--- src/rtl/rmii_pkg.sv ---
package rmii_pkg;

	//////////////////////////////////////////////////////////////
	// Frame data types

	// One frame word, most significant byte goes out first
	typedef logic [31:0] eth_word_t;

	// One frame byte
	typedef logic [7:0] eth_byte_t;

	// Valid bytes in a word, 1 to 4
	typedef logic [2:0] byte_count_t;

	//////////////////////////////////////////////////////////////
	// FSM encodings

	// Transmitter sequence from preamble to FCS
	typedef enum logic [2:0] {
		TX_IDLE,
		TX_PRE1,
		TX_PRE2,
		TX_DATA,
		TX_LAST_FULL,
		TX_LAST_PART,
		TX_FCS
	} tx_state_t;

	// Word gate handshake and slot sequence
	typedef enum logic [1:0] {
		G_IDLE,
		G_WAIT_ACK_DROP,
		G_SLOT_WAIT,
		G_FRAME_DONE
	} gate_state_t;

	//////////////////////////////////////////////////////////////
	// Constants

	// 32 bits at 2 bits per clock
	localparam int unsigned SLOT_CYCLES = 16;

	localparam eth_byte_t PREAMBLE_BYTE = 8'h55;
	localparam eth_byte_t SFD_BYTE = 8'hD5;

	// Reflected IEEE 802.3 polynomial
	localparam eth_word_t CRC_POLY = 32'hEDB8_8320;
	localparam eth_word_t CRC_INIT = 32'hFFFF_FFFF;

endpackage

--- src/rtl/eth_tx_if.sv ---
`timescale 1ns/1ps

interface eth_tx_if;
	import rmii_pkg::*;

	// Frame start pulse, also clears the CRC
	logic start;

	// One word per slot
	logic data_valid;
	byte_count_t bytes_valid;
	eth_word_t data;

	// Transmitter can take a new frame
	logic ready;

	// Word gate side
	modport gate (
		output start,
		output data_valid,
		output bytes_valid,
		output data,
		input  ready
	);

	// Transmitter side
	modport mac (
		input  start,
		input  data_valid,
		input  bytes_valid,
		input  data,
		output ready
	);

endinterface

--- src/rtl/crc32_eth_x32.sv ---
`timescale 1ns/1ps

module crc32_eth_x32 (
	input  logic                  clk_50mhz,
	input  logic                  arst_n,
	input  logic                  clear,
	input  logic                  valid,
	input  rmii_pkg::byte_count_t len,
	input  rmii_pkg::eth_word_t   din,
	output rmii_pkg::eth_word_t   crc_out
);
	import rmii_pkg::*;

	// Running CRC register, reflected form
	eth_word_t crc_q;

	// Complemented register before the byte swap
	eth_word_t crc_inv;

	//////////////////////////////////////////////////////////////
	// Bit-serial fold of up to four bytes in one clock

	function automatic eth_word_t crc_fold(
		input eth_word_t   crc_in,
		input byte_count_t n_bytes,
		input eth_word_t   data
	);
		eth_word_t c;
		eth_byte_t b;
		int i;
		int j;
		c = crc_in;
		// Leading bytes first, top of the word down
		for (i = 0; i < 4; i++) begin
			if (i < int'(n_bytes)) begin
				b = data[(3 - i) * 8 +: 8];
				// LSB of each byte goes in first
				for (j = 0; j < 8; j++) begin
					if (c[0] ^ b[j])
						c = (c >> 1) ^ CRC_POLY;
					else
						c = c >> 1;
				end
			end
		end
		return c;
	endfunction

	//////////////////////////////////////////////////////////////
	// CRC register

	always_ff @(posedge clk_50mhz or negedge arst_n) begin
		if (!arst_n) begin
			crc_q <= CRC_INIT;
		end else if (clear) begin
			// New frame
			crc_q <= CRC_INIT;
		end else if (valid) begin
			crc_q <= crc_fold(crc_q, len, din);
		end
	end

	//////////////////////////////////////////////////////////////
	// FCS output

	assign crc_inv = ~crc_q;

	// Low byte of the FCS must be sent first
	// The transmitter sends the top byte first, hence the swap
	assign crc_out = {crc_inv[7:0], crc_inv[15:8], crc_inv[23:16], crc_inv[31:24]};

endmodule

--- src/rtl/rmii_word_gate.sv ---
`timescale 1ns/1ps

module rmii_word_gate (
	input  logic                  clk_50mhz,
	input  logic                  arst_n,
	input  logic                  word_req,
	output logic                  word_ack,
	input  rmii_pkg::eth_word_t   word_data,
	input  rmii_pkg::byte_count_t word_bytes,
	input  logic                  word_first,
	input  logic                  word_last,
	eth_tx_if.gate                bus
);
	import rmii_pkg::*;

	gate_state_t state;

	// Cycles since the last issued word, saturates at slot end
	logic [3:0] slot_cnt;
	logic slot_open;

	// Single word holding register
	logic hold_full;
	eth_word_t hold_data;
	byte_count_t hold_bytes;
	logic hold_last;

	// Host word gets latched on this clock
	logic take_word;

	assign slot_open = (slot_cnt == 4'(SLOT_CYCLES - 1));

	always_comb begin
		case (state)
			// First word only when the transmitter is free
			G_IDLE: take_word = word_req && word_first && bus.ready;
			G_SLOT_WAIT: take_word = word_req && !hold_full;
			default: take_word = 1'b0;
		endcase
	end

	// Held word sits on the bus, valid marks the slot
	assign bus.data = hold_data;
	assign bus.bytes_valid = hold_bytes;

	always_ff @(posedge clk_50mhz) begin
		if (take_word) begin
			hold_data <= word_data;
			hold_bytes <= word_bytes;
			hold_last <= word_last;
		end
	end

	//////////////////////////////////////////////////////////////
	// Handshake and slot sequencing

	always_ff @(posedge clk_50mhz or negedge arst_n) begin
		if (!arst_n) begin
			state <= G_IDLE;
			slot_cnt <= '0;
			hold_full <= 1'b0;
			word_ack <= 1'b0;
			bus.start <= 1'b0;
			bus.data_valid <= 1'b0;
		end else begin
			bus.start <= 1'b0;
			bus.data_valid <= 1'b0;

			// Issue the held word at a slot boundary, or as soon as it shows up
			if (state != G_IDLE) begin
				if (slot_open && hold_full) begin
					bus.data_valid <= 1'b1;
					hold_full <= 1'b0;
					slot_cnt <= '0;
				end else if (!slot_open) begin
					slot_cnt <= slot_cnt + 4'd1;
				end
			end

			case (state)
				G_IDLE: begin
					if (take_word) begin
						word_ack <= 1'b1;
						bus.start <= 1'b1;
						hold_full <= 1'b1;
						// First valid lands two clocks after start
						slot_cnt <= 4'(SLOT_CYCLES - 2);
						state <= G_WAIT_ACK_DROP;
					end
				end
				G_WAIT_ACK_DROP: begin
					if (!word_req) begin
						word_ack <= 1'b0;
						state <= hold_last ? G_FRAME_DONE : G_SLOT_WAIT;
					end
				end
				G_SLOT_WAIT: begin
					if (take_word) begin
						word_ack <= 1'b1;
						hold_full <= 1'b1;
						state <= G_WAIT_ACK_DROP;
					end
				end
				// Last word still to go out
				G_FRAME_DONE: begin
					if (!hold_full)
						state <= G_IDLE;
				end
				default: state <= G_IDLE;
			endcase
		end
	end

endmodule

--- src/rtl/rmii_tx_mac.sv ---
`timescale 1ns/1ps

module rmii_tx_mac (
	input  logic       clk_50mhz,
	input  logic       arst_n,
	eth_tx_if.mac      bus,
	output logic       rmii_rx_en,
	output logic [1:0] rmii_rxd
);
	import rmii_pkg::*;

	tx_state_t tx_state;

	// Pair index within the current word or preamble word
	logic [3:0] tx_count;

	// Word pipeline, ff1 newest and ff3 on the wire
	eth_word_t word_ff1;
	eth_word_t word_ff2;
	eth_word_t word_ff3;
	byte_count_t bytes_ff1;
	byte_count_t bytes_ff2;
	byte_count_t bytes_ff3;

	eth_word_t tx_crc;

	// Word currently being serialized
	eth_word_t cur_word;
	byte_count_t cur_bytes;

	logic self_advance;
	logic part_done;

	//////////////////////////////////////////////////////////////
	// Pair selection

	// Pairs of a byte go out low to high
	function automatic logic [1:0] byte_pair(input eth_byte_t b, input logic [1:0] k);
		return b[k * 2 +: 2];
	endfunction

	// Bytes of a word go out top down
	function automatic logic [1:0] word_pair(input eth_word_t w, input logic [3:0] idx);
		eth_byte_t b;
		b = w[(3 - idx[3:2]) * 8 +: 8];
		return byte_pair(b, idx[1:0]);
	endfunction

	//////////////////////////////////////////////////////////////
	// FCS generator

	crc32_eth_x32 u_crc (
		.clk_50mhz (clk_50mhz),
		.arst_n    (arst_n),
		.clear     (bus.start),
		.valid     (bus.data_valid),
		.len       (bus.bytes_valid),
		.din       (bus.data),
		.crc_out   (tx_crc)
	);

	//////////////////////////////////////////////////////////////
	// Word pipeline

	// New words arrive on pair 0 of each data word
	// The shift lands at the end of pair 0, so pair 0 still reads ff2
	assign cur_word = (tx_count == 4'd0) ? word_ff2 : word_ff3;
	assign cur_bytes = (tx_count == 4'd0) ? bytes_ff2 : bytes_ff3;

	// No input word on the boundary means the frame is ending
	assign self_advance = (tx_count == 4'd0) &&
		((tx_state == TX_DATA && !bus.data_valid) || tx_state == TX_LAST_PART);

	always_ff @(posedge clk_50mhz) begin
		if (bus.data_valid) begin
			word_ff1 <= bus.data;
			bytes_ff1 <= bus.bytes_valid;
			word_ff2 <= word_ff1;
			bytes_ff2 <= bytes_ff1;
			word_ff3 <= word_ff2;
			bytes_ff3 <= bytes_ff2;
		end else if (self_advance) begin
			word_ff2 <= word_ff1;
			bytes_ff2 <= bytes_ff1;
			word_ff3 <= word_ff2;
			bytes_ff3 <= bytes_ff2;
		end
	end

	// Final pair of the final valid byte
	assign part_done = (tx_count[1:0] == 2'b11) &&
		(({1'b0, tx_count[3:2]} + 3'd1) == cur_bytes);

	//////////////////////////////////////////////////////////////
	// Transmit FSM

	always_ff @(posedge clk_50mhz or negedge arst_n) begin
		if (!arst_n) begin
			tx_state <= TX_IDLE;
			tx_count <= '0;
			rmii_rx_en <= 1'b0;
			rmii_rxd <= 2'b00;
			bus.ready <= 1'b1;
		end else begin
			// Busy from start until the FCS goes out
			if (bus.start)
				bus.ready <= 1'b0;

			case (tx_state)
				TX_IDLE: begin
					rmii_rx_en <= 1'b0;
					rmii_rxd <= 2'b00;
					// First preamble pair straight away
					if (bus.data_valid) begin
						rmii_rx_en <= 1'b1;
						rmii_rxd <= byte_pair(PREAMBLE_BYTE, 2'd0);
						tx_count <= 4'd1;
						tx_state <= TX_PRE1;
					end
				end
				// Four bytes of 0x55
				TX_PRE1: begin
					rmii_rxd <= byte_pair(PREAMBLE_BYTE, tx_count[1:0]);
					tx_count <= tx_count + 4'd1;
					if (tx_count == 4'd15)
						tx_state <= TX_PRE2;
				end
				// Three more bytes of 0x55, then the SFD
				TX_PRE2: begin
					rmii_rxd <= byte_pair((tx_count[3:2] == 2'b11) ? SFD_BYTE : PREAMBLE_BYTE,
						tx_count[1:0]);
					tx_count <= tx_count + 4'd1;
					if (tx_count == 4'd15)
						tx_state <= TX_DATA;
				end
				TX_DATA: begin
					rmii_rxd <= word_pair(cur_word, tx_count);
					tx_count <= tx_count + 4'd1;
					// Only two words left in the pipeline
					if (tx_count == 4'd0 && !bus.data_valid)
						tx_state <= TX_LAST_FULL;
				end
				TX_LAST_FULL: begin
					rmii_rxd <= word_pair(cur_word, tx_count);
					tx_count <= tx_count + 4'd1;
					if (tx_count == 4'd15)
						tx_state <= TX_LAST_PART;
				end
				// 1 to 4 bytes
				TX_LAST_PART: begin
					rmii_rxd <= word_pair(cur_word, tx_count);
					tx_count <= tx_count + 4'd1;
					if (part_done) begin
						tx_count <= '0;
						tx_state <= TX_FCS;
					end
				end
				TX_FCS: begin
					rmii_rxd <= word_pair(tx_crc, tx_count);
					tx_count <= tx_count + 4'd1;
					if (tx_count == 4'd15) begin
						bus.ready <= 1'b1;
						tx_state <= TX_IDLE;
					end
				end
				default: tx_state <= TX_IDLE;
			endcase
		end
	end

endmodule

--- src/rtl/rmii_mcu_bridge.sv ---
`timescale 1ns/1ps

module rmii_mcu_bridge (
	input  logic                  clk_50mhz,
	input  logic                  arst_n,
	input  logic                  word_req,
	output logic                  word_ack,
	input  rmii_pkg::eth_word_t   word_data,
	input  rmii_pkg::byte_count_t word_bytes,
	input  logic                  word_first,
	input  logic                  word_last,
	output logic                  rmii_rx_en,
	output logic [1:0]            rmii_rxd
);

	// Gated word bus, one word per slot
	eth_tx_if tx_bus ();

	// Host handshake to slotted words
	rmii_word_gate u_gate (
		.clk_50mhz  (clk_50mhz),
		.arst_n     (arst_n),
		.word_req   (word_req),
		.word_ack   (word_ack),
		.word_data  (word_data),
		.word_bytes (word_bytes),
		.word_first (word_first),
		.word_last  (word_last),
		.bus        (tx_bus.gate)
	);

	// Preamble, payload and FCS onto the MCU receive pins
	rmii_tx_mac u_mac (
		.clk_50mhz  (clk_50mhz),
		.arst_n     (arst_n),
		.bus        (tx_bus.mac),
		.rmii_rx_en (rmii_rx_en),
		.rmii_rxd   (rmii_rxd)
	);

endmodule

--- config.mk ---
export PLATFORM = sky130hd
export DESIGN_NAME = rmii_mcu_bridge
export DESIGN_NICKNAME = d
export VERILOG_FILES = /design/src/rtl/rmii_pkg.sv /design/src/rtl/eth_tx_if.sv /design/src/rtl/crc32_eth_x32.sv /design/src/rtl/rmii_word_gate.sv /design/src/rtl/rmii_tx_mac.sv /design/src/rtl/rmii_mcu_bridge.sv
export SDC_FILE = /design/constraint.sdc
export NUM_CORES = 1
export LEC_CHECK = 0
export BUFFER_PORTS_ARGS = -buffer_cell sky130_fd_sc_hd__buf_2
export CORE_MARGIN = 5
export CORE_UTILIZATION = 25
export CTS_BUF_LIST = sky130_fd_sc_hd__clkbuf_2 sky130_fd_sc_hd__clkbuf_4 sky130_fd_sc_hd__clkbuf_8
export DETAILED_ROUTE_END_ITERATION = 6
export GPL_ROUTABILITY_DRIVEN = 0
export PLACE_DENSITY = 0.43
export SLEW_MARGIN = 15
export SYNTH_ARGS = -nofsm -noshare
export SYNTH_HDL_FRONTEND = slang
export SYNTH_HIERARCHICAL = 1
export SYNTH_SLANG_ARGS = --single-unit
--- constraint.sdc ---
create_clock -name clk_50mhz -period 10.55 [get_ports clk_50mhz]
set_input_delay 2.11 -clock clk_50mhz [delete_from_list [all_inputs] [get_ports clk_50mhz]]
set_output_delay 2.11 -clock clk_50mhz [all_outputs]
set_load 0.005 [all_outputs]
Word-level counts from Yosys, hierarchy flattened
Index checks and enable logic that the tools add are counted.
{ "word_totals": {"reg_bits": 194, "input_bits": 40, "output_inout_bits": 4, "elab_cells": 329} }
{ "classes": {"add_sub_neg": 4, "n_lt_le_gt_ge": 4, "eq_ne": 24, "shifts": 6, "muxes": 178, "n_bitwise": 65, "reduce_logical": 27} }
{ "ops": {"columns": ["operator", "count"], "rows": [
  ["$mux W32", 133],
  ["$not A13 Y14", 32],
  ["$shiftx A32 B33 Y8", 2],
  ["$mux W3", 12],
  ["$not A32 Y32", 1],
  ["$xor A1 B1 Y1", 32],
  ["$mux W4", 7],
  ["$shiftx A8 B4 Y2", 3],
  ["$pmux W3 S7", 1],
  ["$mux W1", 16],
  ["$ne A2 B1 Y1 const B", 6],
  ["$pmux W4 S3", 1],
  ["$pmux W2 S5", 1],
  ["$eq A3 B3 Y1 const B", 3],
  ["$add A4 B1 Y4 const B", 2],
  ["$eq A2 B2 Y1 const B", 4],
  ["$eq A4 B4 Y1 const B", 2],
  ["$logic_and A1 B1 Y1", 8],
  ["$mux W8", 1],
  ["$ne A2 B2 Y1 const B", 4],
  ["$reduce_bool A2 Y1", 4],
  ["$shiftx A8 B4 Y2 const A", 1],
  ["$reduce_and A7 Y1", 1],
  ["$eq A3 B2 Y1 const B", 2],
  ["other kinds (22)", 29]
]} }

Longest topological paths before layout
{ "depth": {"word_depth": 160, "depth_mapped": 19, "ltp_nobuf": 15} }

Hierarchy
The synthesis kept the hierarchy.
{ "by_module_without_submodules": {"columns": ["mod", "instances", "cells_per_inst", "area_per_inst_um2", "seq_area_each_um2"], "rows": [
  ["crc32_eth_x32", 1, 706, 6727.7, 840.8],
  ["rmii_tx_mac", 1, 282, 4737.0, 3429.5],
  ["rmii_word_gate", 1, 82, 1577.8, 1331.3]
]} }

Least setup slack after synthesis
Ideal clock, no wire load.
{ "synth_path": {"path_type": "register to register", "from": "register u_mac.u_crc.crc_q[0]", "to": "register u_mac.u_crc.crc_q[8]", "setup_ns": 0.093, "arrival_time_ns": 4.771, "t_required_ns": 10.457, "slack_ns": 5.686, "path_stages_with_launch": 17, "path_buffers": 1, "period_less_slack_ns": 4.864, "path_cell_list": "dfstp_2 buf_6 xor2_4 xnor3_1 a21oi_2 xnor2_1 xnor3_1 xor3_1 mux2i_4 xnor2_2 xnor3_1 mux2i_4 xor2_4 xnor2_4 xor2_1 xor2_1 o211ai_1"} }
{ "synth_via": {"elab_chain_len": 142, "elab_cells_between_ends": 175, "classes_between": "mux (128); bitwise (47)"} }
{ "synth_lines": {"columns": ["item", "line_no", "source"], "rows": [
  ["start, declared", "crc32_eth_x32.sv:15", "eth_word_t crc_q;"],
  ["start signal, assigned", "crc32_eth_x32.sv:59", "crc_q <= crc_fold(crc_q, len, din);"],
  ["branches (longest 31 deep; another with $mux W32)", null, null],
  ["$mux W32 (*)", "crc32_eth_x32.sv:35", "if (i < int'(n_bytes)) begin"],
  ["$mux W32 (*)", "crc32_eth_x32.sv:58", "end else if (valid) begin"],
  ["$mux W32 (*)", "crc32_eth_x32.sv:55", "end else if (clear) begin"],
  ["$mux W32 (on tied branches)", "crc32_eth_x32.sv:39, crc32_eth_x32.sv:35, crc32_eth_x32.sv:55", null],
  ["$mux W32 (on tied branches)", "crc32_eth_x32.sv:35, crc32_eth_x32.sv:39, crc32_eth_x32.sv:58", null],
  ["$mux W32 (on tied branches)", "crc32_eth_x32.sv:58, crc32_eth_x32.sv:35, crc32_eth_x32.sv:55", null],
  ["$mux W32, or another cell as far along", "crc32_eth_x32.sv:55", null],
  ["(+65 left out)", null, null],
  ["$mux W32 (on tied branches)", "crc32_eth_x32.sv:39, crc32_eth_x32.sv:55", null],
  ["$mux W32 (*)", "crc32_eth_x32.sv:35", null],
  ["$mux W32 (*)", "crc32_eth_x32.sv:58", null],
  ["$mux W32 (*)", "crc32_eth_x32.sv:55", null],
  ["branches (longest 32 deep; another with $mux W32)", null, null],
  ["$mux W32 (*)", "crc32_eth_x32.sv:35", null],
  ["$mux W32 (*)", "crc32_eth_x32.sv:58", null],
  ["$mux W32 (*)", "crc32_eth_x32.sv:55", null]
]} }
Mark *: on every way between the ends. The select of a mux whose other input is x is not followed.
A chain may end at the register's enable or synchronous reset.

Final worst setup path
{ "layout_path": {"from": "register u_gate.hold_bytes[0], in the netlist u_gate/bus.bytes_valid[0]", "to": "register u_mac.u_crc.crc_q[22]"} }
{ "layout_via": {"elab_chain_len": 110, "elab_cells_between_ends": 145, "classes_between": "order compare (4); mux (99); bitwise (42)"} }
{ "layout_lines": {"columns": ["item", "line_no", "source"], "rows": [
  ["start, declared", "rmii_word_gate.sv:25", "byte_count_t hold_bytes;"],
  ["start signal, assigned", "rmii_word_gate.sv:49", "hold_bytes <= word_bytes;"],
  ["$lt A1 B3 Y1", "crc32_eth_x32.sv:35", null],
  ["$mux W32", "crc32_eth_x32.sv:35", null],
  ["$mux W32", "crc32_eth_x32.sv:58", null],
  ["$mux W32", "crc32_eth_x32.sv:55", null],
  ["$mux W32", "crc32_eth_x32.sv:39", "if (c[0] ^ b[j])"],
  ["$mux W32", "crc32_eth_x32.sv:35", null],
  ["$mux W32", "crc32_eth_x32.sv:58", null],
  ["$mux W32", "crc32_eth_x32.sv:55", null],
  ["(+94 left out)", null, null],
  ["$mux W32", "crc32_eth_x32.sv:39", null],
  ["$mux W32", "crc32_eth_x32.sv:35", null],
  ["$mux W32", "crc32_eth_x32.sv:58", null],
  ["$mux W32", "crc32_eth_x32.sv:55", null],
  ["$mux W32", "crc32_eth_x32.sv:39", null],
  ["$mux W32 (*)", "crc32_eth_x32.sv:35", null],
  ["$mux W32 (*)", "crc32_eth_x32.sv:58", null],
  ["$mux W32 (*)", "crc32_eth_x32.sv:55", null]
]} }
Every way passes the cells marked *; elsewhere a longest branch is shown, timed or not. The select of a mux whose other input is x is not followed.

==> results.toml <==
[placed_design]
port_buffers = 43
place_area_sq_um = 13990
dpl.hpwl_um = 30550

[flow_run]
maxCapViolations = 0

[setup_path]
worst-endpoint-arrival_ps = 6500
cp_top_family = "XOR/XNOR gates"
path_cells = "or3_4 > a21oi_1 > xnor2_1 > xnor3_1 > xor3_1 > mux2i_4 > xnor2_2 > xor2_1 > o21ai_2 > xor2_4 > xnor2_1 > xnor3_1 > mux2i_1 > o22a_1"
cp_slowest_stage_delay_ps = 850
cp_max_fo = 40
crit_type = "reg -> reg"
path_buf_inv = 0
end_kind = "register"
start_kind = "register"
required_ps = 11000
slowest_stage = "edfxtp_1"

[floorplanning]
fp-row-count = 83
io_pins = 44
initial_core_util_pct = 25.32
core_sq_um = 51510
die_y_um = 238.4
die_width_um = 238.4
dieArea_sq_um = 56840

[clock_tree]
cts_buffers = 17
insertion_delay_ps = 510
path_clk_slew_ps = 110
clockRootBuffer = "clkbuf_8"
clock_sinks = 194
ctsResizeCount = 0
clockBufferDepth = 2
htreeDepth = 4
postCtsSetupRepairBufs = 0
cts_tree = "done"
cts_hold_buf = 0

[timing]
hold_viol_final = 0
fin_crit_ps = 6051
worst_slew_pin_slew_ps = 993.2
final.setup.tns_ps = 0
whs_ps = 418.2
rsz0062_at_grt = "false"
slew_viol_final = 0
fin_crit_sh_pct = 57.35
setup_viol = 0
fin_skew_ps = 20.96
clock.fmax_mhz = 165.3
slew_headroom_pct = 33.31

[global_route]
grtUsageMet3_pct = 3.051
grt.met1_usage_pct = 20.18
track_usage_pct = 14.00
grt_max_degree = 54
grt_pass1_vias = 8505
antenna_found_initial = 1
grt_pass1_wl_um = 58780
grt-ovfl-total = 0
grt_most_used_layer = "met2"
met2_usage_pct = 21.20

[finish]
layout.nets = 1144
syn_to_final_growth_pct = 10.49
layout_common_cells = "xnor2_1, edfxtp_1, nor2_1"
final_common_cell = "xnor2_1"
diodes = 0
drive_gt1_share_pct = 19.60
design_area_sq_um = 14410

[synthesis]
synth.area.mux_share_pct = 7.473
yosys.area_share.adder_pct = 0.4797
synth-xor-area-share_pct = 27.18
synth.distinct_cells = 93
yosysSeqAreaShare_pct = 42.95
synth_nets = 1115
synth.avg_cell_area_sq_um = 12.19
ys_seq_elements = 194
ys.warnings.count = 6
synth_top_family_by_area = "XOR/XNOR gates"
syn-cell-area_sq_um = 13040
syn_inst = 1070
ys_async_sr_fraction_pct = 27.32
synth_compound_area_share_pct = 10.59
yosys.area_share.simple_pct = 8.164
ys.flop_type = "edfxtp_1"
synth_edf_count = 141

[drt]
dr.pass1.iters = 6
drt_iter0_drc = 825
vias = 8493
avgViaCountPerCell = 4.739
wl_um = 40090
wl_per_cell_um = 22.37
remaining_drc_errors = 0
ant_nets = 0

[outcome]
status = "finished, final reports clean"

[hold_path]
hold_path.class = "reg -> reg"
layout make-up:
cell class,count,area [sq um]
Sequential cell,194,5603
Multi-Input combinational cell,784,7044
Clock inverter,15,181.4
Inverter,43,161.4
Tap cell,680,850.8
Clock buffer,17,234.0
Fill cell,5335,37100
Timing Repair Buffer,59,335.3
stage by stage:
stage	utilization, %	instances	setup slack, ps
CTS	27.98	1792	4467
global placement	27.17	1760	4365
finish	27.98	1792	4499
detailed placement	27.17	1760	4475
floorplan	-	1070	5686
global route	27.98	1792	4156
cells by family (layout without fill, tap and decap cells):
kind of cell	count (synthesis)	after routing
DFF	194	194
xor gates and xnor gates	281	281
buffers and inverters	92	134
AOI/OAI and AO/OA	201	201
and+or+nand+nor	229	229
adders and majority gates	5	5
muxes	68	68
worst register-to-register path, stage by stage, from the launching register on:
cell	delay (ps)
edfxtp_1	850
or3_4	600
a21oi_1	260
xnor2_1	680
xnor3_1	670
xor3_1	270
mux2i_4	350
xnor2_2	260
xor2_1	370
o21ai_2	150
xor2_4	230
xnor2_1	570
xnor3_1	420
mux2i_1	180
o22a_1	150
cells in the mapped netlist (15+ instances only):
library cell	count	share of area, %
xnor2_1	147	9.9
edfxtp_1	141	32
nor2_1	85	2.4
a21oi_1	68	2.6
nand2_1	66	1.9
xor2_1	54	3.6
o21ai_0	44	1.7
inv_1	42	1.2
mux2i_1	41	3.1
xnor3_1	37	6.4
dfstp_2	33	6.6
clkbuf_1	26	0.75
dfrtp_1	20	3.8
mux4_2	19	3.3
nand3_1	15	0.58
registers in the layout (all words and copies together), names as in the netlist:
register	count
u_gate/bus.data_valid	1
u_gate/hold_last	1
u_gate/hold_full	1
u_mac/bytes_ff2	3
u_mac/bytes_ff1	3
u_mac/word_ff1	32
u_mac/u_crc/crc_q	32
u_gate/slot_cnt	4
u_mac/word_ff3	32
u_gate/bus.bytes_valid	3
u_gate/word_ack	1
u_mac/tx_state	3
u_gate/state	2
u_mac/word_ff2	32
u_mac/rmii_rxd	2
u_gate/bus.data	32
u_gate/bus.start	1
u_mac/bytes_ff3	3
u_mac/rmii_rx_en	1
u_mac/tx_count	4
u_mac/bus.ready	1
final timing paths:
kind,start,to,slack (ps),cells past startpoint
worst max-delay path,u_gate/bus.bytes_valid[0]$_DFFE_PP_,u_mac/u_crc/crc_q[22]$_DFFE_PN1P_,4500,14
worst min-delay path,u_mac/word_ff1[6]$_DFFE_PP_,u_mac/word_ff2[6]$_DFFE_PP_,420,0
worst max register to register,u_gate/bus.bytes_valid[0]$_DFFE_PP_,u_mac/u_crc/crc_q[22]$_DFFE_PN1P_,4500,14
worst min register to register,u_mac/word_ff1[6]$_DFFE_PP_,u_mac/word_ff2[6]$_DFFE_PP_,420,0
max in group asynchronous,arst_n,u_gate/bus.data_valid$_DFF_PN0_,8200,2
min in group asynchronous,arst_n,u_gate/bus.start$_DFF_PN0_,1800,2
layer usage:
layer	part of all wire [%]	wire length, um
met4	2.4	969
met2	44	17740
met5	0.032	13
met3	5.5	2187
met1	48	19180
Power is left out: the tool's default activity adds up to more than one toggle a clock period on the data nets, which glitch-free logic cannot reach.
